<file path="config.mk">
export PLATFORM = sky130hd
export DESIGN_NAME = qla_bus_top
export DESIGN_NICKNAME = d
export VERILOG_FILES = /design/src/design/board_bus_pkg.sv /design/src/design/qla_chan_pkg.sv /design/src/design/rt_block_writer.sv /design/src/design/data_sampler.sv /design/src/design/board_reg_bus.sv /design/src/design/qla_bus_top.sv
export SDC_FILE = /design/constraint.sdc
export NUM_CORES = 2
export LEC_CHECK = 0
export BUFFER_PORTS_ARGS = -buffer_cell sky130_fd_sc_hd__buf_4
export CORE_ASPECT_RATIO = 1.75
export CORE_MARGIN = 2
export CORE_UTILIZATION = 30
export CTS_CLUSTER_DIAMETER = 100
export DETAILED_ROUTE_END_ITERATION = 10
export GPL_TIMING_DRIVEN = 0
export MAX_ROUTING_LAYER = met4
export PLACE_DENSITY = 0.42
export SLEW_MARGIN = 10
export SYNTH_ARGS = -nofsm -noshare
export SYNTH_HDL_FRONTEND = slang
export SYNTH_SLANG_ARGS = --single-unit
</file>
<file path="constraint.sdc">
create_clock -name sysclk -period 9.7 [get_ports sysclk]
set_input_delay 1.94 -clock sysclk [delete_from_list [all_inputs] [get_ports sysclk]]
set_output_delay 1.94 -clock sysclk [all_outputs]
set_load 0.03 [all_outputs]
</file>
<file path="src/design/board_bus_pkg.sv">
/*
  bus-level types and address map of the motor-controller register bus
  address bits [7:4] pick the space and [3:0] the offset within it
  upper address byte is not decoded, so it aliases onto the low 256 quadlets
  all strobes are single cycle with no back-pressure
*/
package board_bus_pkg;

    localparam int ADDR_W     = 16;  // register address width
    localparam int DATA_W     = 32;  // one quadlet
    localparam int CHAN_SHIFT = 4;   // space field starts here
    localparam int SPACE_W    = 4;   // addr[7:4]
    localparam int BOARD_ID_W = 4;   // rotary switch id
    localparam int DROP_W     = 16;  // dropped host write counter

    // address spaces
    localparam logic [SPACE_W-1:0] SPACE_BOARD  = 4'd0;
    localparam logic [SPACE_W-1:0] SPACE_SAMPLE = 4'd8;  // sample buffer window
    // channels live in spaces 1..NUM_CHAN

    // board register offsets within SPACE_BOARD
    localparam logic [CHAN_SHIFT-1:0] BOARD_TIMESTAMP = 4'd0;  // free running
    localparam logic [CHAN_SHIFT-1:0] BOARD_STATUS    = 4'd1;  // {drops, 0, board_id}

    // register write strobe, 49 bits
    typedef struct packed {
        logic              valid;
        logic [ADDR_W-1:0] addr;
        logic [DATA_W-1:0] data;
    } reg_wr_t;

    // read request strobe
    typedef struct packed {
        logic              valid;
        logic [ADDR_W-1:0] addr;
    } reg_rd_req_t;

    // read response, one cycle after the request
    typedef struct packed {
        logic              valid;
        logic [DATA_W-1:0] data;
    } reg_rd_rsp_t;

endpackage

</file>
<file path="src/design/qla_chan_pkg.sv">
/*
  per-channel definitions for the four motor channels
  sample buffer holds the timestamp in slot 0 then setpoint and wcount pairs
  slots past 2*NUM_CHAN are never written and stay zero
*/
package qla_chan_pkg;

    localparam int NUM_CHAN     = 4;
    localparam int CHAN_IW      = $clog2(NUM_CHAN);     // channel index width
    localparam int BLOCK_QUADS  = NUM_CHAN + 1;         // enable quadlet + setpoints
    localparam int QIDX_W       = $clog2(BLOCK_QUADS);  // quadlet index width
    localparam int SAMPLE_DEPTH = 16;                   // quadlets in sample buffer
    localparam int SAMPLE_AW    = $clog2(SAMPLE_DEPTH);
    localparam int SAMPLE_READS = 2 * NUM_CHAN;         // setpoint + wcount per channel
    localparam int WCOUNT_W     = 16;                   // wraps

    // offsets inside a channel space
    typedef enum logic [3:0] {
        CH_SETPOINT = 4'd0,  // read/write
        CH_CONTROL  = 4'd1,  // read/write
        CH_WCOUNT   = 4'd2   // read only, accepted setpoint writes
    } chan_reg_e;

    // data sampler FSM
    typedef enum logic [1:0] {
        S_IDLE,   // waiting for sample_start
        S_STAMP,  // timestamp into slot 0
        S_READ,   // one channel read per cycle
        S_DRAIN   // last response lands
    } sampler_state_e;

endpackage

</file>
<file path="src/design/rt_block_writer.sv">
/*
  unpacks a real-time block write into channel setpoint writes
  quadlet 0 is the enable mask, quadlets 1..NUM_CHAN the setpoints
  blk_wstart wins over a blk_wen in the same cycle, that quadlet is lost
  quadlets beyond BLOCK_QUADS are ignored until the next blk_wstart
*/
`timescale 1ns/1ps

module rt_block_writer
    import board_bus_pkg::*, qla_chan_pkg::*;
(
    input  logic              sysclk,
    input  logic              reset,
    input  logic              blk_wstart,  // begins a new block
    input  logic              blk_wen,     // one quadlet per strobe
    input  logic [DATA_W-1:0] blk_wdata,
    output reg_wr_t           rt_wr        // one cycle after blk_wen
);

    logic                active;      // inside a block
    logic [QIDX_W-1:0]   qidx;        // next quadlet number
    logic [NUM_CHAN-1:0] en_mask;     // latched from quadlet 0
    logic                take;        // quadlet accepted this cycle
    logic [CHAN_IW-1:0]  qchan;       // channel of a setpoint quadlet

    logic                wr_valid;
    logic [ADDR_W-1:0]   wr_addr;
    logic [DATA_W-1:0]   wr_data;

    assign take  = blk_wen && active && !blk_wstart;
    assign qchan = CHAN_IW'(qidx - 1'b1);  // quadlet i -> channel i-1 mask bit

    always_ff @(posedge sysclk) begin
        if (reset) begin
            active   <= 1'b0;
            qidx     <= '0;
            en_mask  <= '0;
            wr_valid <= 1'b0;
        end else begin
            // setpoint quadlets only, gated by mask
            wr_valid <= take && (qidx != '0) && en_mask[qchan];
            if (blk_wstart) begin
                active <= 1'b1;   // restart even mid block
                qidx   <= '0;
            end else if (take) begin
                if (qidx == '0)
                    en_mask <= blk_wdata[NUM_CHAN-1:0];
                if (qidx == QIDX_W'(BLOCK_QUADS - 1))
                    active <= 1'b0;  // block complete
                qidx <= qidx + 1'b1;
            end
        end
    end

    // address and data follow the accepted quadlet
    always_ff @(posedge sysclk) begin
        if (take) begin
            wr_addr <= (ADDR_W'(qidx) << CHAN_SHIFT) | ADDR_W'(CH_SETPOINT);  // space = qidx
            wr_data <= blk_wdata;
        end
    end

    assign rt_wr = '{valid: wr_valid, addr: wr_addr, data: wr_data};

    // a write only ever comes out of a quadlet strobe
    a_rt_wr_after_wen: assert property (@(posedge sysclk) disable iff (reset)
        rt_wr.valid |-> $past(blk_wen));

endmodule

</file>
<file path="src/design/data_sampler.sv">
/*
  snapshots every channel's setpoint and wcount into a 16-quadlet buffer
  busy for 2*NUM_CHAN+2 cycles, a start while busy is dropped
  buffer contents hold until the next sample, slots past 8 stay zero
  buffer read port is combinational, the bus registers the result
*/
`timescale 1ns/1ps

module data_sampler
    import board_bus_pkg::*, qla_chan_pkg::*;
(
    input  logic                 sysclk,
    input  logic                 reset,
    input  logic                 sample_start,
    input  logic [DATA_W-1:0]    timestamp,
    output reg_rd_req_t          samp_rd,     // channel reads, one per cycle
    input  reg_rd_rsp_t          samp_rsp,    // answers one cycle later
    input  logic [SAMPLE_AW-1:0] buf_raddr,
    output logic [DATA_W-1:0]    buf_rdata,
    output logic                 sample_busy
);

    sampler_state_e       state;
    logic [SAMPLE_AW-1:0] rd_cnt;     // reads issued so far
    logic [SAMPLE_AW-1:0] rsp_slot;   // next slot for a response
    logic                 rd_valid;
    logic [ADDR_W-1:0]    rd_addr;
    logic [DATA_W-1:0]    sample_buf [SAMPLE_DEPTH];

    // read n -> channel n/2+1, even n setpoint, odd n wcount
    function automatic logic [ADDR_W-1:0] chan_addr(input logic [SAMPLE_AW-1:0] n);
        logic [SAMPLE_AW-1:0] space;
        space = (n >> 1) + 1'b1;
        return (ADDR_W'(space) << CHAN_SHIFT) | ADDR_W'(n[0] ? CH_WCOUNT : CH_SETPOINT);
    endfunction

    always_ff @(posedge sysclk) begin
        if (reset) begin
            state    <= S_IDLE;
            rd_valid <= 1'b0;
            rd_cnt   <= '0;
        end else begin
            case (state)
                S_IDLE: if (sample_start) state <= S_STAMP;
                S_STAMP: begin
                    state    <= S_READ;
                    rd_valid <= 1'b1;     // read 0 goes out next cycle
                    rd_cnt   <= SAMPLE_AW'(1);
                end
                S_READ: begin
                    if (rd_cnt == SAMPLE_AW'(SAMPLE_READS)) begin
                        rd_valid <= 1'b0;
                        state    <= S_DRAIN;  // one response still in flight
                    end else begin
                        rd_cnt <= rd_cnt + 1'b1;
                    end
                end
                S_DRAIN: state <= S_IDLE;
                default: state <= S_IDLE;
            endcase
        end
    end

    // read address, registered with the valid
    always_ff @(posedge sysclk) begin
        if (state == S_STAMP)
            rd_addr <= chan_addr('0);
        else if (state == S_READ)
            rd_addr <= chan_addr(rd_cnt);
    end

    // buffer fill, cleared at reset so unused slots read zero
    always_ff @(posedge sysclk) begin
        if (reset) begin
            for (int i = 0; i < SAMPLE_DEPTH; i++)
                sample_buf[i] <= '0;
            rsp_slot <= SAMPLE_AW'(1);
        end else if (state == S_STAMP) begin
            sample_buf[0] <= timestamp;
            rsp_slot      <= SAMPLE_AW'(1);
        end else if (samp_rsp.valid) begin
            sample_buf[rsp_slot] <= samp_rsp.data;  // overlaps with next read
            rsp_slot             <= rsp_slot + 1'b1;
        end
    end

    assign samp_rd     = '{valid: rd_valid, addr: rd_addr};
    assign buf_rdata   = sample_buf[buf_raddr];
    assign sample_busy = (state != S_IDLE);

    a_rd_only_in_read: assert property (@(posedge sysclk) disable iff (reset)
        samp_rd.valid |-> state == S_READ);
    // bus answers within the busy window
    a_no_rsp_in_idle: assert property (@(posedge sysclk) disable iff (reset)
        state == S_IDLE |-> !samp_rsp.valid);

endmodule

</file>
<file path="src/design/board_reg_bus.sv">
/*
  channel and board registers with two read ports and one arbitrated write
  real-time writes win, a colliding host write is dropped and counted
  a collision counts as a drop whatever the host address was
  writes to read-only or unmapped addresses are ignored, unmapped reads give 0
*/
`timescale 1ns/1ps

module board_reg_bus
    import board_bus_pkg::*, qla_chan_pkg::*;
(
    input  logic                  sysclk,
    input  logic                  reset,
    input  logic [BOARD_ID_W-1:0] board_id,
    input  reg_wr_t               host_wr,
    input  reg_wr_t               rt_wr,
    input  reg_rd_req_t           host_rd,
    output reg_rd_rsp_t           host_rsp,
    input  reg_rd_req_t           samp_rd,
    output reg_rd_rsp_t           samp_rsp,
    output logic [SAMPLE_AW-1:0]  buf_raddr,  // sample buffer lookup
    input  logic [DATA_W-1:0]     buf_rdata,
    output logic [DATA_W-1:0]     timestamp,
    output logic                  wr_drop
);

    logic [DATA_W-1:0]   ch_setpoint [NUM_CHAN];
    logic [DATA_W-1:0]   ch_control  [NUM_CHAN];
    logic [WCOUNT_W-1:0] ch_wcount   [NUM_CHAN];
    logic [DROP_W-1:0]   drop_cnt;

    reg_wr_t             wr_sel;       // winning write
    logic                wr_collide;
    logic [SPACE_W-1:0]  wr_space;
    logic [CHAN_IW-1:0]  wr_chan;
    logic                wr_chan_hit;  // lands in a channel space

    logic                host_rsp_valid, samp_rsp_valid;
    logic [DATA_W-1:0]   host_rsp_data, samp_rsp_data;

    function automatic logic [DATA_W-1:0] reg_value(input logic [ADDR_W-1:0] addr);
        logic [SPACE_W-1:0]    space;
        logic [CHAN_SHIFT-1:0] off;
        logic [CHAN_IW-1:0]    ch;
        logic [DATA_W-1:0]     val;
        space = addr[CHAN_SHIFT +: SPACE_W];
        off   = addr[CHAN_SHIFT-1:0];
        ch    = CHAN_IW'(space - 1'b1);
        val   = '0;
        if (space == SPACE_BOARD) begin
            if (off == BOARD_TIMESTAMP)
                val = timestamp;
            else if (off == BOARD_STATUS)
                val = {drop_cnt, {(DATA_W - DROP_W - BOARD_ID_W){1'b0}}, board_id};
        end else if (space <= SPACE_W'(NUM_CHAN)) begin
            case (off)
                CH_SETPOINT: val = ch_setpoint[ch];
                CH_CONTROL:  val = ch_control[ch];
                CH_WCOUNT:   val = DATA_W'(ch_wcount[ch]);
                default:     val = '0;
            endcase
        end
        return val;
    endfunction

    assign wr_collide  = rt_wr.valid && host_wr.valid;
    assign wr_sel      = rt_wr.valid ? rt_wr : host_wr;  // rt first
    assign wr_space    = wr_sel.addr[CHAN_SHIFT +: SPACE_W];
    assign wr_chan     = CHAN_IW'(wr_space - 1'b1);
    assign wr_chan_hit = (wr_space != SPACE_BOARD) && (wr_space <= SPACE_W'(NUM_CHAN));

    always_ff @(posedge sysclk) begin
        if (reset) begin
            for (int i = 0; i < NUM_CHAN; i++) begin
                ch_setpoint[i] <= '0;
                ch_control[i]  <= '0;
                ch_wcount[i]   <= '0;
            end
            drop_cnt  <= '0;
            wr_drop   <= 1'b0;
            timestamp <= '0;
        end else begin
            timestamp <= timestamp + 1'b1;
            wr_drop   <= wr_collide;         // flag one cycle after the clash
            if (wr_collide)
                drop_cnt <= drop_cnt + 1'b1;
            if (wr_sel.valid && wr_chan_hit) begin
                case (wr_sel.addr[CHAN_SHIFT-1:0])
                    CH_SETPOINT: begin
                        ch_setpoint[wr_chan] <= wr_sel.data;
                        ch_wcount[wr_chan]   <= ch_wcount[wr_chan] + 1'b1;  // wraps
                    end
                    CH_CONTROL: ch_control[wr_chan] <= wr_sel.data;
                    default: ;  // wcount and gaps are read only
                endcase
            end
        end
    end

    // valids reset, data follows the request
    always_ff @(posedge sysclk) begin
        if (reset) begin
            host_rsp_valid <= 1'b0;
            samp_rsp_valid <= 1'b0;
        end else begin
            host_rsp_valid <= host_rd.valid;
            samp_rsp_valid <= samp_rd.valid;
        end
    end

    always_ff @(posedge sysclk) begin
        if (host_rd.addr[CHAN_SHIFT +: SPACE_W] == SPACE_SAMPLE)
            host_rsp_data <= buf_rdata;  // sampler answers combinationally
        else
            host_rsp_data <= reg_value(host_rd.addr);
        samp_rsp_data <= reg_value(samp_rd.addr);
    end

    assign buf_raddr = host_rd.addr[SAMPLE_AW-1:0];
    assign host_rsp  = '{valid: host_rsp_valid, data: host_rsp_data};
    assign samp_rsp  = '{valid: samp_rsp_valid, data: samp_rsp_data};

    a_host_rsp_timing: assert property (@(posedge sysclk) disable iff (reset)
        host_rsp.valid == $past(host_rd.valid));

endmodule

</file>
<file path="src/design/qla_bus_top.sv">
/*
  register bus of the motor-controller board
  host and block-write strobes come in as ports, link layers are not modeled
  single clock domain on sysclk, synchronous active-high reset
*/
`timescale 1ns/1ps

module qla_bus_top
    import board_bus_pkg::*, qla_chan_pkg::*;
(
    input  logic                  sysclk,
    input  logic                  reset,
    input  logic [BOARD_ID_W-1:0] board_id,
    input  reg_wr_t               host_wr,
    input  reg_rd_req_t           host_rd,
    output reg_rd_rsp_t           host_rsp,
    input  logic                  blk_wstart,
    input  logic                  blk_wen,
    input  logic [DATA_W-1:0]     blk_wdata,
    input  logic                  sample_start,
    output logic                  sample_busy,
    output logic                  wr_drop
);

    reg_wr_t              rt_wr;      // unpacked block write
    reg_rd_req_t          samp_rd;    // sampler channel reads
    reg_rd_rsp_t          samp_rsp;
    logic [SAMPLE_AW-1:0] buf_raddr;  // host view of sample buffer
    logic [DATA_W-1:0]    buf_rdata;
    logic [DATA_W-1:0]    timestamp;

    rt_block_writer rt_block_writer_i (
        .sysclk     (sysclk),
        .reset      (reset),
        .blk_wstart (blk_wstart),
        .blk_wen    (blk_wen),
        .blk_wdata  (blk_wdata),
        .rt_wr      (rt_wr)
    );

    data_sampler data_sampler_i (
        .sysclk       (sysclk),
        .reset        (reset),
        .sample_start (sample_start),
        .timestamp    (timestamp),
        .samp_rd      (samp_rd),
        .samp_rsp     (samp_rsp),
        .buf_raddr    (buf_raddr),
        .buf_rdata    (buf_rdata),
        .sample_busy  (sample_busy)
    );

    board_reg_bus board_reg_bus_i (
        .sysclk    (sysclk),
        .reset     (reset),
        .board_id  (board_id),
        .host_wr   (host_wr),
        .rt_wr     (rt_wr),
        .host_rd   (host_rd),
        .host_rsp  (host_rsp),
        .samp_rd   (samp_rd),
        .samp_rsp  (samp_rsp),
        .buf_raddr (buf_raddr),
        .buf_rdata (buf_rdata),
        .timestamp (timestamp),
        .wr_drop   (wr_drop)
    );

endmodule

</file>
==> metrics.md <==
| Metric | Value |
|---|---|
| CP Buf/Inv Count | 7 |
| Detail Route Antenna Nets | 0 |
| Setup CP Type | input port to flip-flop |
| Placed instance area | between 50,000 and 60,000 sq um |
| CTS tree | built |
| DR pass1 iterations | 5 |
| Arrival @ worst endpoint | about 7.3 ns |
| Placement Rows | ~190 |
| Cell depth of the worst setup path | 15 |
| Global Route Usage Sum | 0.202 |
| Yosys cell types | roughly 50 |
| DRT Wirelength | 152 mm |
| Synth Register Bits | 1,007 |
| FF-to-FF Start | rt_block_writer_i.wr_valid |
| M3 GR Usage | 0.0201 |
| Setup TNS | 0 ns |
| Avg Cell Area, Syn | roughly 15 sq um |
| M2 GR Usage | 0.390 |
| Synth Cell Area | 45,700 sq um |
| Complex-gate fraction of the synthesized area | 0.0356 |
| Clk buf depth | 3 |
| CP Cell Sequence | buf_4, mux2_4, inv_4, buf_6, buf_2, ha_1, buf_6, clkbuf_1, clkbuf_1, mux4_2, ha_1, o221ai_1, nor3_1, xnor2_1, nor2_1 |
| CP Data Required Time | 10.13 ns |
| I/O pin total | ~140 |
| Post-Synth XOR/XNOR Area | 0.0117 |
| Crit-path slowest cell | clkbuf_1 |
| Hold buffer count at CTS | 0 |
| Htree depth | 3 |
| Clock period minus worst slack | between 6 and 7 ns |
| Mapped Cells | approximately 3,100 |
| Crit path launch type | input port |
| Syn nets | 3,250 |
| Min-delay worst type | flip-flop to flip-flop |
| Initial antenna violation count | 5 |
| Iteration-0 DRC Markers | roughly 1,700 |
| Die Span X | roughly 300 um |
| Most frequent cells in the layout | edfxtp_1, and2_1, nor2_1 |
| First-pass GRT wire length | around 220 mm |
| DRC Markers | 0 |
| Maximum number of pins on one net before global-route repair | approximately 40 |
| Final hold vios | 0 |
| Worst R2R Path Depth | 13 |
| DP HPWL | about 120 mm |
| Die Ht | around 520 um |
| Achievable frequency | ~0.14 GHz |
| Pre-CTS setup slack | 2.08 ns |
| Number of flops mapped to enable cells by yosys | between 800 and 900 |
| Crit. Startpoint | host_wr[36] |
| Per-cell routed wire length | approximately 28 um |
| Input/output buffers | 122 |
| Total number of vias | ~27,000 |
| P_leak | approximately 19 nW |
| Final instance area | 53,500 sq um |
| Met1 Resource Use GR | 0.211 |
| Layout Nets | roughly 3,500 |
| CTS sink count | around 1,000 |
| Worst r2r dst | board_reg_bus_i.ch_wcount[1][10] |
| Worst-Margin Slew | between 1 and 1.5 ns |
| Leading cell type in the layout, fill and taps excluded | edfxtp_1 |
| Min Hold Slack | 0.479 ns |
| CP peak stage delay | 0.84 ns |
| Skew final | roughly 0.028 ns |
| Die area | between 150,000 and 200,000 sq um |
| Grt ovf | 0 |
| Max Cap Violations | 0 |
| Number of global-route vias before repair | about 29,000 |
| Share of cells above drive strength 1 | 0.206 |
| Setup Buffers After CTS | 0 |
| Drt via density | 4.91 |
| Power Total | 10.8 mW |
| Max_slew headroom | 0.141 |
| Clock latency on the worst-skew pair | 0.72 ns |
| CP delay by family, top | buffers and inverters |
| Highest ir drop seen on vdd | around 0.14 mV |
| Pwr Density | around 200 nW/um^2 |
| Final Cycle Share | 0.713 |
| Cts repair resizes | 0 |
| Gpl congestion | between 0.8 and 0.9 |
| CTS Buf Count | around 110 |
| Core ar. | 152,000 sq um |
| Adder-cell area share of the yosys netlist | 0.00520 |
| Unrepaired setup endpoints after global routing | false |
| Slew Viols, Final | 0 |
| Setup WS post-layout | roughly 2.8 ns |
| Mux cell area share after synthesis | 0.164 |
| CTS clk-pin slew, worst paths | about 0.07 ns |
| Post-synth ARST share | 0 |
| Reg2Reg Setup Slack | around 3.6 ns |
| Top Usage Layer GRT | met2 |
| Finish-stage setup viols | 0 |
| Sequential share of the synthesized area | 0.630 |
| Status | completed |
| CTS Root Cell | clkbuf_16 |
| Synth Warn # | 0 |
| CP Max Fanout | 10 |
| Main flop type after synthesis | edfxtp_1 |
| Main combinational cell family by area after synthesis | multiplexers |
| Initial core utilization | 0.302 |
| Worst setup EP type | flip-flop |
| Layout area overhead | 17.1% |
| End of the critical path | board_reg_bus_i.ch_wcount[1][10] |
| Simple-gate share of the synthesized area | 0.128 |
[flip-flops by register name, summed over array words and instances (netlist names), 3 cells and up]
name and count:
board_reg_bus_i.host_rsp_data 32, rt_block_writer_i.wr_addr 3, rt_block_writer_i.wr_data 32, board_reg_bus_i.timestamp 32, board_reg_bus_i.ch_control 128, rt_block_writer_i.en_mask 4, board_reg_bus_i.ch_wcount 64, data_sampler_i.sample_buf 512
rt_block_writer_i.qidx 3, board_reg_bus_i.samp_rsp_data 32, board_reg_bus_i.drop_cnt 16, data_sampler_i.rsp_slot 4, data_sampler_i.rd_addr 5, board_reg_bus_i.ch_setpoint 128, data_sampler_i.rd_cnt 4
[cells in the mapped netlist (4+ instances only)]
cell / instances / area, sq um
edfxtp_1: 867 / 26000
and2_1: 484 / 3030
nor2_1: 428 / 1610
mux4_2: 295 / 6640
clkbuf_1: 178 / 668
dfxtp_1: 140 / 2800
nand2_1: 85 / 319
mux2i_1: 77 / 771
a22o_1: 63 / 552
a21oi_1: 57 / 285
buf_2: 35 / 175
inv_1: 34 / 128
nor3_1: 33 / 165
a22oi_1: 31 / 233
xor2_1: 31 / 272
o21ai_0: 30 / 150
xnor2_1: 30 / 263
buf_1: 29 / 109
nand3_1: 28 / 140
ha_1: 19 / 238
a222oi_1: 17 / 170
o22ai_1: 16 / 100
nand4_1: 13 / 81.3
or3_1: 11 / 68.8
and3_1: 10 / 62.6
nor2_2: 9 / 56.3
nand2b_1: 7 / 43.8
nor3b_1: 6 / 45.0
a211oi_1: 5 / 37.5
buf_6: 5 / 56.3
mux2_2: 5 / 56.3
nor2b_1: 5 / 31.3
or2_2: 5 / 31.3
buf_4: 4 / 30.0
nor4_2: 4 / 50.1
[cell families (layout without fill, tap and decap cells)]
group	count (synthesis)	after routing
muxes	378	378
buffers and inverters	286	637
other	0	4
adders and majority gates	19	19
DFF	1007	1007
and+or+nand+nor	1140	1140
xor gates and xnor gates	61	61
AOI/OAI and AO/OA	233	233
[metrics by stage]
step,utilization,cells
floorplan,-,3124
global placement,0.324,5251
detailed placement,0.330,5283
CTS,0.353,5480
global route,0.353,5483
finish,0.353,5484
[routing by layer]
metal | routed length, um | share of wire
met2 | 87300 | 0.57
met4 | 5270 | 0.035
met5 | 0 | 0
met3 | 4420 | 0.029
met1 | 55300 | 0.36
[worst min-delay path by stage]
stage | start | to | cells past startpoint
detailed placement | rt_block_writer_i.qidx[2] | rt_block_writer_i.wr_addr[6] | 0
CTS | data_sampler_i.rd_valid | board_reg_bus_i.samp_rsp_valid | 1
finish | data_sampler_i.rd_valid | board_reg_bus_i.samp_rsp_valid | 1
floorplan | rt_block_writer_i.qidx[2] | rt_block_writer_i.wr_addr[6] | 0
global route | rt_block_writer_i.qidx[2] | rt_block_writer_i.wr_addr[6] | 0
global placement | rt_block_writer_i.qidx[2] | rt_block_writer_i.wr_addr[6] | 0
[cell type report]
type	count	area, sq um
buffer	251	1050
antenna	4	10.0
tap	2005	2510
sequential	1007	28800
inverter	35	134
fill	14633	98000
clock inverter	66	674
clock buffer	131	2830
multi-input combinational	1831	16000
timing repair buffer	154	1500
[power breakdown]
group	internal (mW)	switching [mW]	leakage (nW)
clock	2.41	1.83	1.71
combinational	0.476	0.874	7.21
sequential	4.98	0.235	9.86
total	7.87	2.94	18.8
(Power assumes the default switching activity.)
